===== src/miniSoc_defs.svh =====
`ifndef MINISOC_DEFS_SVH
`define MINISOC_DEFS_SVH

// Bus geometry
`define SOC_DATA_BITS 32
`define SOC_ADDR_BITS 16
`define SOC_STRB_BITS 4

// Data SRAM depth and word index width
`define SRAM_WORDS 256
`define SRAM_IDX_BITS 8

// Address map, top nibble of the byte address
`define REGION_SRAM 4'h0
`define REGION_DMA 4'h1

// DMA register byte offsets
`define DMA_REG_SRC 8'h00
`define DMA_REG_DST 8'h04
`define DMA_REG_LEN 8'h08
`define DMA_REG_CTRL 8'h0c

`endif

===== src/miniSocPkg.sv =====
`default_nettype none

`include "miniSoc_defs.svh"

package miniSocPkg;

	// Host request, one 32-bit word per transfer
	typedef struct packed {
		logic write;
		logic [`SOC_ADDR_BITS-1:0] addr;
		logic [`SOC_DATA_BITS-1:0] wdata;
		logic [`SOC_STRB_BITS-1:0] strb;
	} busReq_t;

	// Host response
	typedef struct packed {
		logic [`SOC_DATA_BITS-1:0] rdata;
		logic error;
	} busRsp_t;

	// Single SRAM access, word indexed
	typedef struct packed {
		logic en;
		logic we;
		logic [`SRAM_IDX_BITS-1:0] idx;
		logic [`SOC_DATA_BITS-1:0] wdata;
		logic [`SOC_STRB_BITS-1:0] strb;
	} sramReq_t;

	// CTRL register bits as seen by a write
	typedef struct packed {
		logic [`SOC_DATA_BITS-3:0] reserved;
		logic irqClear;
		logic start;
	} dmaCtrlBits_t;

	// Register write word, raw for SRC/DST/LEN, decoded for CTRL
	typedef union packed {
		logic [`SOC_DATA_BITS-1:0] raw;
		dmaCtrlBits_t ctrl;
	} dmaRegWord_u;

endpackage

`default_nettype wire


===== src/hostBridge.sv =====
`timescale 1ns/10ps
`default_nettype none

`include "miniSoc_defs.svh"

module hostBridge (
	input logic clk,
	input logic arstN,
	input miniSocPkg::busReq_t req,
	input logic reqValid,
	output logic reqReady,
	output miniSocPkg::busRsp_t rsp,
	output logic rspValid,
	input logic rspReady,
	output logic regWrite,
	output logic regRead,
	output logic [7:0] regOffset,
	output miniSocPkg::dmaRegWord_u regWdata,
	input logic [`SOC_DATA_BITS-1:0] regRdata,
	input logic busy,
	input miniSocPkg::sramReq_t dmaSram,
	output miniSocPkg::sramReq_t sramPort,
	input logic [`SOC_DATA_BITS-1:0] sramRdata
);

	logic [3:0] reqRegion;
	logic [3:0] pendRegion;
	logic reqToSram;
	logic accept;
	logic pendValid;
	miniSocPkg::busReq_t pendReq;
	miniSocPkg::sramReq_t hostSram;
	miniSocPkg::busRsp_t rspNext;

	assign reqRegion = req.addr[`SOC_ADDR_BITS-1 -: 4];
	assign reqToSram = (reqRegion == `REGION_SRAM);

	// One request in flight, and SRAM traffic waits out a copy
	assign reqReady = !pendValid && !rspValid && !(busy && reqToSram);
	assign accept = reqValid && reqReady;

	// Host access goes out in the accept cycle so read data is back one cycle later
	always_comb begin
		hostSram.en = accept && reqToSram;
		hostSram.we = req.write;
		hostSram.idx = req.addr[`SRAM_IDX_BITS+1:2];
		hostSram.wdata = req.wdata;
		hostSram.strb = req.strb;
	end

	assign sramPort = busy ? dmaSram : hostSram;

	// First pending stage
	always_ff @(posedge clk or negedge arstN) begin
		if (!arstN) begin
			pendValid <= 1'b0;
		end else begin
			pendValid <= accept;
		end
	end

	always_ff @(posedge clk) begin
		if (accept) begin
			pendReq <= req;
		end
	end

	assign pendRegion = pendReq.addr[`SOC_ADDR_BITS-1 -: 4];

	// Register access happens in the first pending cycle
	assign regWrite = pendValid && (pendRegion == `REGION_DMA) && pendReq.write;
	assign regRead = pendValid && (pendRegion == `REGION_DMA) && !pendReq.write;
	assign regOffset = pendReq.addr[7:0];
	assign regWdata = pendReq.wdata;

	// Unmapped regions answer with an error and zero data
	always_comb begin
		rspNext.rdata = '0;
		rspNext.error = 1'b0;
		case (pendRegion)
			`REGION_SRAM: begin
				if (!pendReq.write) begin
					rspNext.rdata = sramRdata;
				end
			end
			`REGION_DMA: rspNext.rdata = regRdata;
			default: rspNext.error = 1'b1;
		endcase
	end

	// Second stage is the response itself, held until taken
	always_ff @(posedge clk or negedge arstN) begin
		if (!arstN) begin
			rspValid <= 1'b0;
		end else if (pendValid) begin
			rspValid <= 1'b1;
		end else if (rspReady) begin
			rspValid <= 1'b0;
		end
	end

	always_ff @(posedge clk) begin
		if (pendValid) begin
			rsp <= rspNext;
		end
	end

endmodule

`default_nettype wire


===== config.mk =====
export PLATFORM = sky130hd
export DESIGN_NAME = hostBridge
export DESIGN_NICKNAME = d
export VERILOG_FILES = /design/src/miniSocPkg.sv /design/src/hostBridge.sv
export VERILOG_INCLUDE_DIRS = /design/src
export SDC_FILE = /design/constraint.sdc
export NUM_CORES = 1
export LEC_CHECK = 0
export ABC_AREA = 0
export BUFFER_PORTS_ARGS = -buffer_cell sky130_fd_sc_hd__buf_2
export CAP_MARGIN = 20
export CORE_MARGIN = 10
export CORE_UTILIZATION = 45
export DETAILED_ROUTE_END_ITERATION = 10
export PLACE_DENSITY = 0.89
export SLEW_MARGIN = 10
export SYNTH_ARGS = -nofsm -noshare
export SYNTH_HDL_FRONTEND = slang
export SYNTH_SLANG_ARGS = --single-unit

===== constraint.sdc =====
create_clock -name clk -period 14.8 [get_ports clk]
set_input_delay 0.74 -clock clk [delete_from_list [all_inputs] [get_ports clk]]
set_output_delay 0.74 -clock clk [all_outputs]
set_load 0.01 [all_outputs]

* After elaboration in Yosys (flattened, before gate mapping)
Cells that the tools add are included.
Word-level totals: logic and storage cells 30, flip-flop bits (word level) 84, bits of input ports 168, output and inout port bits 123
Cells by class: eq/ne operators 1, reductions and logical operators 16, mux-type cells 6
Operators with widths (number):
- 32-bit case mux with 2 select lines | 1
- 46-bit 2-to-1 mux | 1
- 32-bit 2-to-1 mux | 1
- 1-bit logical AND | 8
- 4-bit logical NOT | 2
- 4-bit by 1-bit == test with 1-bit output (second input constant) | 1
- 1-bit logical NOT | 4
- 1-bit 2-to-1 mux | 3
- 2-bit nonzero test | 1
- 2-bit OR reduction | 1

* Logic depth before layout (Yosys ltp)
depth in word-level cells 7, depth in mapped cells 5, depth with buffers taken out 2

* Worst setup path after synthesis
OpenSTA, ideal clock, no wires.
path type input to register, start input port busy, end register pendValid, buffers on the path 1, slack 5902 ps, cell stages on the path 2, arrival 8051 ps, library setup time 847 ps, required time 13953 ps, path through buf_2 a2111oi_0
Between the ends: cells in the longest elaborated chain, start to end 4
RTL lines:
- start: declaration | RTL line hostBridge.sv:20 | input logic busy,
- 1-bit logical AND | RTL line hostBridge.sv:39 | assign reqReady = !pendValid && !rspValid && !(busy && reqToSram);
- 1-bit logical NOT | RTL line hostBridge.sv:39
- 1-bit logical AND | RTL line hostBridge.sv:39
- 1-bit logical AND | RTL line hostBridge.sv:40 | assign accept = reqValid && reqReady;
- named net accept | RTL line hostBridge.sv:29 | logic accept;
- end signal: assignment | RTL line hostBridge.sv:58 | pendValid <= accept;
- end: declaration | RTL line hostBridge.sv:30 | logic pendValid;
The timed path passes the listed nets, and every way through them passes these cells. A chain may end at the register's enable or synchronous reset.

* Worst setup path in the final report
start register pendReq (netlist bit pendRegion[1]), end output port regWrite
Between the ends: cells in the longest elaborated chain, start to end 3
RTL lines:
- start: declaration | RTL line hostBridge.sv:31 | miniSocPkg::busReq_t pendReq;
- start signal: assignment | RTL line hostBridge.sv:64 | pendReq <= req;
- 4-bit by 1-bit == test with 1-bit output
- 1-bit logical AND (2 in series) | RTL line hostBridge.sv:71 | assign regWrite = pendValid && (pendRegion == `REGION_DMA) && pendReq.write;
- end: declaration | RTL line hostBridge.sv:15 | output logic regWrite,
No other way between the ends.

==> flow_metrics.env <==
export IMPL_outcome="completed"
export IMPL_worstPathArrival_ns=2.05
export IMPL_dp_cells=635
export IMPL_r2r_start="pendValid"
export IMPL_cts_max_level=3
export IMPL_layout_common_cells="buf_2 (289), edfxtp_1 (78), mux2_2 (37)"
export IMPL_ir_drop_uv=54.5
export IMPL_final_min_clock_period_ns=2.79
export IMPL_r2r_end="regWdata[17]"
export IMPL_final_common_cell="buf_2"
export IMPL_grt_overflow=0
export IMPL_stdcell_area_mm2=0.00546
export IMPL_yosys_area_top_type="edfxtp_1"
export IMPL_crit_type="flop to output pin"
export IMPL_via_per_inst=4.98
export IMPL_area_growth_pct=33.8
export IMPL_io_pins=291
export IMPL_cp_start_kind="flop"
export IMPL_clock_fmax_mhz=359
export IMPL_grt_usage=0.194
export IMPL_ys_ff_latch=80
export IMPL_hold_class="input pin to asynchronous set/reset pin"
export IMPL_drtAntennaViolNets=0
export IMPL_r2r_slack_ns=12.78
export IMPL_r2r_cells=3
export IMPL_layoutNonFillerInstCount=653
export IMPL_cts_resized=0
export IMPL_synthDistinctLibCells=22
export IMPL_yosys_top_cells_area="edfxtp_1 (57%), mux2_2 (10%), buf_4 (7.7%)"
export IMPL_clkLatencyLatePin_ns=0.34
export IMPL_dieArea_mm2=0.0133
export IMPL_avgSynthCellArea_um2=13.9
export IMPL_die_h_um=115
export IMPL_start_util=0.466
export IMPL_first_pass_iters=5
export IMPL_cts_sinks=80
export IMPL_cp_startpoint="pendRegion[1]"
export IMPL_root_buffer="clkbuf_8"
export IMPL_cts_buffers=9
export IMPL_slew_headroom=0.361
export IMPL_numPortBuffers=288
export IMPL_core_area_mm2=0.00876
export IMPL_ys_warn_count=0
export IMPL_place_area_mm2=0.00527
export IMPL_worst_slew_pin_slew_ns=0.958
export IMPL_row_count=34
export IMPL_period_share=0.188
export IMPL_nets=706
export IMPL_cts_tree="built"
export IMPL_cap_violations=0
export IMPL_hold_buffers=0
export IMPL_drtIter0Drc=194
export IMPL_n_fill_cell=692
export IMPL_wl_per_cell_um=21.0
export IMPL_seq_area_mm2=0.00239
export IMPL_setup_tns_ns=0
export IMPL_cts_buffer_depth=2
export IMPL_drive_gt1_frac=0.691
export IMPL_clkTransAtPathRegs_ns=0.08
export IMPL_synth_cells=293
export IMPL_p_per_area_mw_per_mm2=104
export IMPL_die_x_um=115
export IMPL_grt_first_pass_wirelength_um=19900
export IMPL_grt_max_degree=50
export IMPL_grt_pass1_vias=3611
export IMPL_synth_nets=461
export IMPL_wl_um=13700
export IMPL_crit_fanout=35
export IMPL_syn_cell_area_mm2=0.00408
export IMPL_hpwl_um=11300
export IMPL_slew_viol_final=0
export IMPL_finalSetupViolations=0
export IMPL_rsz0062_at_grt="false"
export IMPL_finalClockSkew_ns=0.00821
export IMPL_via_count=3250
export IMPL_gp_congestion=0.800
export IMPL_multi_input_area_mm2=0.00125
export IMPL_post_cts_setup_buffers=0
export IMPL_antenna_found_initial=2
export IMPL_remaining_drc_errors=0
export IMPL_setup_worst_path_end_class="output pin"
export IMPL_p_leak_uw=0.00242
export IMPL_cp_data_required_time_ns=14.06
export IMPL_yosysTopAreaCellShare=0.574
export IMPL_yosysSeqAreaShare=0.586
export IMPL_final_hold_violation_count=0
[cells by family after synthesis]
| kind of cell | after synthesis | share of synthesized area |
|---|---|---|
| flip-flops | 80 | 0.586 |
| AND/OR/NAND/NOR | 70 | 0.107 |
| buffers and inverters | 62 | 0.109 |
| multiplexers | 45 | 0.124 |
| AO/OA/AOI/OAI | 36 | 0.0739 |
[registers in the layout (all words and copies together), names as in the netlist]
signal      cells
rsp            33
regWdata       32
regOffset       8
pendRegion      4
pendReq         1
pendValid       1
rspValid        1
[where the power goes]
part	internal (uW)	switching (uW)
Combinational	53.0	69.9
Sequential	278	10.0
Clock	76.9	79.4
Total	408	159
[per-layer routing]
metal / wire (um) / share of wire / GRT usage / vias up
met3: 2000 / 0.15 / 0.120 / 20
met1: 4370 / 0.32 / 0.177 / 1514
met2: 7090 / 0.52 / 0.347 / 190
li1: - / - / - / 1526
met5: 0 / 0 / 0 / -
met4: 246 / 0.018 / 0.0619 / 0
[cell usage after synthesis]
| library cell | instances |
|---|---|
| edfxtp_1 | 78 |
| buf_4 | 42 |
| mux2_2 | 37 |
| nand2_1 | 33 |
| or3b_1 | 31 |
| a21oi_2 | 29 |
| mux2_1 | 8 |
| buf_2 | 7 |
| buf_6 | 6 |
| clkbuf_1 | 4 |
| a21oi_1 | 3 |
| inv_1 | 3 |
| dfrtp_1 | 2 |
| nor3_1 | 2 |
| a2111oi_0 | 1 |
| a211oi_1 | 1 |
| a21o_1 | 1 |
| a22o_1 | 1 |
| nor4_1 | 1 |
| nor4b_1 | 1 |
| or3_1 | 1 |
| or3b_2 | 1 |
[through the flow]
step	util	hold slack (ns)	setup slack (ns)	total power (uW)
floorplan	-	0.444	5.90	370
global placement	0.600	0.527	11.67	412
detailed placement	0.601	0.530	12.17	418
CTS	0.622	0.150	11.97	574
global route	0.623	0.140	11.82	596
finish	0.623	0.171	12.01	568
[critical path, cell delays in order (launching register included)]
cell	delay, ns
edfxtp_1	0.35
or3_2	0.89
nor3_1	0.29
buf_2	0.17
[final cells by class]
type / instances / area share
repair buffers: 293 / 0.270
multi-input cells: 151 / 0.229
clock inverters: 6 / 0.0110
inverters: 3 / 0.00206
well taps: 108 / 0.0248
diodes: 2 / 0.000917
flip-flops and latches: 80 / 0.438
clock buffers: 10 / 0.0234
[how the worst max path moves through the flow]
stage	endpoint	slack, ns	cells past startpoint
CTS	regWrite	11.97	3
finish	regWrite	12.01	3
floorplan	pendValid	5.90	2
global placement	regOffset[0]	11.67	4
global route	regWrite	11.82	4
detailed placement	sramPort[7]	12.17	4
Note: power is estimated with default switching activity, not from simulation.
