File: src/miniSoc_defs.svh
`ifndef MINISOC_DEFS_SVH
`define MINISOC_DEFS_SVH

// Bus geometry
`define SOC_DATA_BITS 32
`define SOC_ADDR_BITS 16
`define SOC_STRB_BITS 4

// Data SRAM depth and word index width
`define SRAM_WORDS 256
`define SRAM_IDX_BITS 8

// Address map, top nibble of the byte address
`define REGION_SRAM 4'h0
`define REGION_DMA 4'h1

// DMA register byte offsets
`define DMA_REG_SRC 8'h00
`define DMA_REG_DST 8'h04
`define DMA_REG_LEN 8'h08
`define DMA_REG_CTRL 8'h0c

`endif
File: src/miniSocPkg.sv
`default_nettype none

`include "miniSoc_defs.svh"

package miniSocPkg;

	// Host request, one 32-bit word per transfer
	typedef struct packed {
		logic write;
		logic [`SOC_ADDR_BITS-1:0] addr;
		logic [`SOC_DATA_BITS-1:0] wdata;
		logic [`SOC_STRB_BITS-1:0] strb;
	} busReq_t;

	// Host response
	typedef struct packed {
		logic [`SOC_DATA_BITS-1:0] rdata;
		logic error;
	} busRsp_t;

	// Single SRAM access, word indexed
	typedef struct packed {
		logic en;
		logic we;
		logic [`SRAM_IDX_BITS-1:0] idx;
		logic [`SOC_DATA_BITS-1:0] wdata;
		logic [`SOC_STRB_BITS-1:0] strb;
	} sramReq_t;

	// CTRL register bits as seen by a write
	typedef struct packed {
		logic [`SOC_DATA_BITS-3:0] reserved;
		logic irqClear;
		logic start;
	} dmaCtrlBits_t;

	// Register write word, raw for SRC/DST/LEN, decoded for CTRL
	typedef union packed {
		logic [`SOC_DATA_BITS-1:0] raw;
		dmaCtrlBits_t ctrl;
	} dmaRegWord_u;

endpackage

`default_nettype wire

File: src/dmaController.sv
`timescale 1ns/10ps
`default_nettype none

`include "miniSoc_defs.svh"

module dmaController (
	input logic clk,
	input logic arstN,
	input logic regWrite,
	input logic regRead,
	input logic [7:0] regOffset,
	input miniSocPkg::dmaRegWord_u regWdata,
	output logic [`SOC_DATA_BITS-1:0] regRdata,
	output logic busy,
	output miniSocPkg::sramReq_t dmaSram,
	input logic [`SOC_DATA_BITS-1:0] sramRdata,
	output logic dmaInterrupt
);

	typedef enum logic [1:0] {
		Idle,
		Read,
		Write,
		Done
	} dmaState_t;

	dmaState_t state;
	dmaState_t stateNext;
	logic [`SRAM_IDX_BITS-1:0] srcReg;
	logic [`SRAM_IDX_BITS-1:0] dstReg;
	logic [`SRAM_IDX_BITS-1:0] lenReg;
	logic [`SRAM_IDX_BITS-1:0] index;
	logic irqFlag;
	logic ctrlWrite;
	logic startReq;
	logic load;
	logic step;
	logic last;

	assign busy = (state != Idle);
	assign dmaInterrupt = irqFlag;
	assign ctrlWrite = regWrite && (regOffset == `DMA_REG_CTRL);
	assign startReq = ctrlWrite && regWdata.ctrl.start && !busy;
	// Zero length never enters the copy loop
	assign load = startReq && (lenReg != '0);

	// Config registers are frozen during a copy
	always_ff @(posedge clk or negedge arstN) begin
		if (!arstN) begin
			srcReg <= '0;
			dstReg <= '0;
			lenReg <= '0;
		end else if (regWrite && !busy) begin
			case (regOffset)
				`DMA_REG_SRC: srcReg <= regWdata.raw[`SRAM_IDX_BITS-1:0];
				`DMA_REG_DST: dstReg <= regWdata.raw[`SRAM_IDX_BITS-1:0];
				`DMA_REG_LEN: lenReg <= regWdata.raw[`SRAM_IDX_BITS-1:0];
				default: ;
			endcase
		end
	end

	// A completing copy wins over a clear in the same cycle
	always_ff @(posedge clk or negedge arstN) begin
		if (!arstN) begin
			irqFlag <= 1'b0;
		end else begin
			if (ctrlWrite && regWdata.ctrl.irqClear) begin
				irqFlag <= 1'b0;
			end
			if ((state == Done) || (startReq && (lenReg == '0))) begin
				irqFlag <= 1'b1;
			end
		end
	end

	always_comb begin
		regRdata = '0;
		if (regRead) begin
			case (regOffset)
				`DMA_REG_SRC: regRdata = {{(`SOC_DATA_BITS-`SRAM_IDX_BITS){1'b0}}, srcReg};
				`DMA_REG_DST: regRdata = {{(`SOC_DATA_BITS-`SRAM_IDX_BITS){1'b0}}, dstReg};
				`DMA_REG_LEN: regRdata = {{(`SOC_DATA_BITS-`SRAM_IDX_BITS){1'b0}}, lenReg};
				`DMA_REG_CTRL: regRdata = {{(`SOC_DATA_BITS-2){1'b0}}, irqFlag, busy};
				default: ;
			endcase
		end
	end

	// One read then one write per word
	always_comb begin
		stateNext = state;
		step = 1'b0;
		case (state)
			Idle: begin
				if (load) begin
					stateNext = Read;
				end
			end
			Read: stateNext = Write;
			Write: begin
				if (last) begin
					stateNext = Done;
				end else begin
					step = 1'b1;
					stateNext = Read;
				end
			end
			Done: stateNext = Idle;
			default: stateNext = Idle;
		endcase
	end

	always_ff @(posedge clk or negedge arstN) begin
		if (!arstN) begin
			state <= Idle;
		end else begin
			state <= stateNext;
		end
	end

	// Write data is the SRAM output registered by the preceding read
	always_comb begin
		dmaSram = '0;
		case (state)
			Read: begin
				dmaSram.en = 1'b1;
				dmaSram.idx = srcReg + index;
			end
			Write: begin
				dmaSram.en = 1'b1;
				dmaSram.we = 1'b1;
				dmaSram.idx = dstReg + index;
				dmaSram.wdata = sramRdata;
				dmaSram.strb = '1;
			end
			default: ;
		endcase
	end

	dmaBeatCounter beatCounter (
		.clk(clk),
		.arstN(arstN),
		.load(load),
		.len(lenReg),
		.step(step),
		.index(index),
		.last(last)
	);

endmodule

`default_nettype wire

File: src/dmaBeatCounter.sv
`timescale 1ns/10ps
`default_nettype none

`include "miniSoc_defs.svh"

module dmaBeatCounter (
	input logic clk,
	input logic arstN,
	input logic load,
	input logic [`SRAM_IDX_BITS-1:0] len,
	input logic step,
	output logic [`SRAM_IDX_BITS-1:0] index,
	output logic last
);

	logic [`SRAM_IDX_BITS-1:0] lenReg;

	always_ff @(posedge clk or negedge arstN) begin
		if (!arstN) begin
			lenReg <= '0;
			index <= '0;
		end else if (load) begin
			lenReg <= len;
			index <= '0;
		end else if (step) begin
			index <= index + 1'b1;
		end
	end

	// Final word of the transfer
	assign last = (index == lenReg - 1'b1);

endmodule

`default_nettype wire

File: config.mk
export PLATFORM = sky130hd
export DESIGN_NAME = dmaController
export DESIGN_NICKNAME = d
export VERILOG_FILES = /design/src/miniSocPkg.sv /design/src/dmaController.sv /design/src/dmaBeatCounter.sv
export VERILOG_INCLUDE_DIRS = /design/src
export SDC_FILE = /design/constraint.sdc
export NUM_CORES = 1
export LEC_CHECK = 0
export BUFFER_PORTS_ARGS = -buffer_cell sky130_fd_sc_hd__buf_2
export CORE_MARGIN = 2
export CORE_UTILIZATION = 51
export DETAILED_ROUTE_END_ITERATION = 8
export PLACE_DENSITY_LB_ADDON = 0.08
export SYNTH_ARGS = -nofsm -noshare
export SYNTH_HDL_FRONTEND = slang
export SYNTH_SLANG_ARGS = --single-unit
File: constraint.sdc
create_clock -name clk -period 5.05 [get_ports clk]
set_input_delay 0.2525 -clock clk [delete_from_list [all_inputs] [get_ports clk]]
set_output_delay 0.2525 -clock clk [all_outputs]
set_load 0.02 [all_outputs]
=== Yosys cells after proc, flatten, opt, wreduce, memory -nomap -nowiden ===
Index checks and enable logic that the tools add are counted.
W data, S select, Z words.

* Output and inout bits: 80
* Logic and storage cells: 54
* Register bits after elaboration: 43
* Input port bits: 76

* Reduce and logical (&&, ||, !) cells: 20
* Equal/unequal tests: 8
* $add $sub $neg: 4
* Mux-type cells: 15

{| class="wikitable"
|+ Operators by type and width
! cell !! number
|-
| $mux W36 || 1
|-
| $pmux W8 S4 || 1
|-
| $mux W8 || 3
|-
| $add A8 B8 Y8 || 2
|-
| $eq A8 B4 Y1 const B || 2
|-
| $logic_not A8 Y1 || 2
|-
| $pmux W8 S2 || 1
|-
| $add A8 B1 Y8 const B || 1
|-
| $eq A8 B3 Y1 const B || 1
|-
| $eq A8 B8 Y1 || 1
|-
| $pmux W2 S4 || 1
|-
| $reduce_bool A8 Y1 || 1
|-
| $sub A8 B1 Y8 const B || 1
|-
| $logic_and A1 B1 Y1 || 7
|-
| $mux W1 || 6
|-
| $reduce_and A2 Y1 || 3
|-
| $reduce_bool A2 Y1 || 3
|-
| $eq A2 B2 Y1 const B || 2
|-
| $mux W2 || 2
|-
| $eq A2 B1 Y1 const B || 1
|-
| $logic_not A2 Y1 || 1
|-
| $ne A2 B1 Y1 const B || 1
|-
| $reduce_or A2 Y1 || 1
|-
| $logic_not A1 Y1 || 1
|-
| $logic_or A1 B1 Y1 || 1
|}

=== Depth between registers and ports, before layout ===
* Depth in word-level cells: 7
* Depth in mapped cells: 13
* Gate-level depth less buffers: 12

=== Hierarchy ===
A second synthesis with hierarchy kept.

* Cells, all modules: 338
* Area total of the unflattened synthesis: 3,296.9 um2

{| class="wikitable"
|+ By module, submodules not included
! module !! times used !! sequential area each (um2) !! cells each !! area an instance (um2)
|-
| dmaController || 1 || 675.6 || 247 || 2,382.3
|-
| dmaBeatCounter || 1 || 400.4 || 91 || 914.6
|}

=== Worst setup path after synthesis ===
OpenSTA, ideal clock, no wires.

* Path type: register to output
* From: register state[0]
* To: output port dmaSram[43] (netlist bit)
* Setup slack: 1.328 ns
* Buffers on the path: 1
* Cell stages (with the launch flop): 12
* Arrival time: 3.470 ns
* Required time: 4.798 ns
* Cells stage by stage: dfrtp_1 > inv_1 > ha_1 > clkbuf_1 > mux2_2 > ha_1 > a21o_1 > a21oi_1 > o21ai_0 > a2111oi_0 > nor3_1 > nor3b_1

{| class="wikitable"
|+ RTL lines
! what !! line !! RTL
|-
| start, declared || dmaController.sv:27 || <nowiki>dmaState_t state;</nowiki>
|-
| start signal, assigned || dmaController.sv:116 || <nowiki>state <= Idle;</nowiki>
|-
| start signal, assigned || dmaController.sv:118 || <nowiki>state <= stateNext;</nowiki>
|-
| end, declared || dmaController.sv:15 || <nowiki>output miniSocPkg::sramReq_t dmaSram,</nowiki>
|}

==> run metrics <==
Power Density roughly 430 nW/um2; I/O Pins 156; critical path type flop to primary output; final clock skew between 0.006 and 0.007 ns; Req. time, crit path 4.80 ns; Worst setup SP type flop; asr flop ratio synth 100.0%; row count 28; fin nets ~520; post-route cell area 3764 um2; area of the core 5991 um2; Worst Tran Pin Value 0.9727 ns; DRC 0; Final Max Tran Viols 0; Final period util 80.10%; Final Hold Fails 0; CTS sink count 43; HP Class input pin to asynchronous set/reset pin; Finish-stage setup viols 0; Syn-to-layout area delta 17.68%; main flop type after synthesis dfrtp_1; GR Overflow Total 0; CTS Buf Count 5; clock latency on the worst-skew pair around 0.29 ns; worst IR drop on VDD between 0.2 and 0.3 mV; Critical Path AT 3.79 ns; Die Height just over 80 um; Inst Count DP around 490; # port buffers 107; DIE WIDTH 83.19 um; antenna cells 0; vias per inst approximately 5.2; Fillers between 500 and 600; hold-fix buffers at CTS 0; Unique masters post-synth between 50 and 60; 1st-iter DRT viols 60; mean area per synthesized cell ~9.8 um2; min cycle time layout 4.045 ns; Tot GR Track Use 19.72%; CTS tree built; Longest Clk Path Bufs 2; Starting Density a little over half; mapped cell area 3198 um2; Sum Neg Setup Slack 0 ns; EDFF count, synth 0; sequential share of the synthesized area roughly 34%; Worst setup EP type primary output; routability cong. 0.7682; vias in the first global route 2,425; DR pass1 iterations 4; Yosys Warn Count 0; Post-Syn Instances between 300 and 400; Final ANT Viol Nets 0; first-pass GRT wire length 11,230 um; fraction of layout cells with a size suffix above 1 40.85%; Seq cells post-synth between 40 and 50; Worst R2R Setup Slack 2.32 ns; Worst slew margin 35.15%; Vias between 2,000 and 3,000; Achievable Freq 247.2 MHz; Resize count post-CTS 0; largest net degree at the start of global routing 44; RSZ-0062 raised after global routing false; antenna violations before repair 0; Root Driver clkbuf_8; WL/cell 13.72 um; post-route insts no fill 501; status completed; postcts setup bufs 0; H-tree levels 2; full die area 6920 um2; crit path max fanout 17; Area after DPL 3661 um2; max_cap viols 0; Worst-path clk slew 0.08 ns; hpwl dp 5314 um; drt total wl 6872 um; Leakage 1.955 nW
-- flip-flops by register name (all words and copies together) (netlist names) --
register and flops:
state 2, beatCounter.lenReg 8, lenReg 8, beatCounter.index 8
srcReg 8, dmaInterrupt 1, dstReg 8
-- report_power, final --
| group | total [mW] | internal [mW] | switching (mW) |
|---|---|---|---|
| sequential | 0.471 | 0.394 | 0.0771 |
| combinational | 0.876 | 0.339 | 0.537 |
| clock | 0.257 | 0.145 | 0.112 |
-- routing by layer --
layer,track usage [%],up-vias,wire length [um]
met3,3.280,13,336
li1,-,1290,-
met2,34.02,70,3439
met5,0,-,0
met1,25.83,1247,3018
met4,4.918,0,77
-- worst max-delay path: stages, from the launching register on --
cell and delay (ns):
dfrtp_1 0.41, inv_1 0.12, ha_1 0.64, mux2_2 0.44, ha_1 0.28, a21o_1 0.18, a21oi_1 0.20, o21ai_0 0.14
a2111oi_0 0.55, nor3_1 0.13, nor3b_1 0.21, buf_2 0.20
-- metrics by stage --
stage	util [%]	hold WS [ns]	setup WS, ns	power (mW)
6_report	62.82	0.1043	1.005	1.603
5_1_grt	62.82	0.1892	0.7406	1.719
4_1_cts	62.82	0.1342	0.9469	1.617
3_5_place_dp	61.11	0.4525	1.281	1.362
3_3_place_gp	61.11	0.4567	1.330	1.346
2_1_floorplan	-	-0.04309	1.328	1.138
-- final timing paths --
path	startpoint	endpoint	cells after the start
max	state[0]	dmaSram[43]	11
min	arstN	beatCounter.index[2]	1
max reg2reg	beatCounter.lenReg[2]	beatCounter.index[3]	6
min reg2reg	dmaInterrupt	dmaInterrupt	2
max in group asynchronous	arstN	dmaInterrupt	1
min in group clk	regWdata[5]	srcReg[5]	2
-- kinds of logic after synthesis --
kind of cell / after synthesis / synth area share (%)
other: 1 / 0.1173
and+or+nand+nor: 108 / 19.72
AOI/OAI and AO/OA: 51 / 11.27
DFF: 43 / 33.65
buffers and inverters: 53 / 10.17
xor gates and xnor gates: 10 / 2.739
adders and majority gates: 14 / 5.712
muxes: 46 / 16.63
-- synthesized netlist by cell type (5+ instances only) --
cell type / number / share of area (%)
nor3_1: 8 / 1.3
mux2i_1: 7 / 2.2
nor2_1: 18 / 2.1
and3_1: 5 / 0.98
o21ai_1: 6 / 0.94
mux2_2: 37 / 13
a21oi_1: 10 / 1.6
dfrtp_1: 43 / 34
buf_4: 28 / 6.6
inv_1: 14 / 1.6
clkbuf_1: 6 / 0.70
ha_1: 13 / 5.1
o21ai_0: 10 / 1.6
and2_1: 33 / 6.5
nand2_1: 8 / 0.94
or3_1: 7 / 1.4
a21oi_2: 8 / 2.2
xnor2_1: 6 / 1.6
-- layout by cell type, fill, tap and decap left out, drive strengths merged, types with 5 or more instances in the layout --
cell type	synthesis	final
o21ai	18	18
conb	1	24
or3	8	8
and3	5	5
nand2	9	9
nor2	18	18
and2	33	33
inv	14	14
dfrtp	43	43
buf	33	109
a21oi	18	18
ha	13	13
mux2	37	37
nor3	9	9
xnor2	6	6
clkbuf	6	6
mux2i	7	7
-- final cells by class --
cell class | instances | area (um2) | area share, %
multi-input combinational | 253 | 1888 | 50.17
sequential | 43 | 1076 | 28.59
timing repair buffer | 109 | 550.5 | 14.63
tap | 75 | 93.84 | 2.493
clock buffer | 6 | 72.57 | 1.928
inverter | 14 | 52.55 | 1.396
clock inverter | 1 | 30.03 | 0.7979
(Power assumes the default switching activity.)
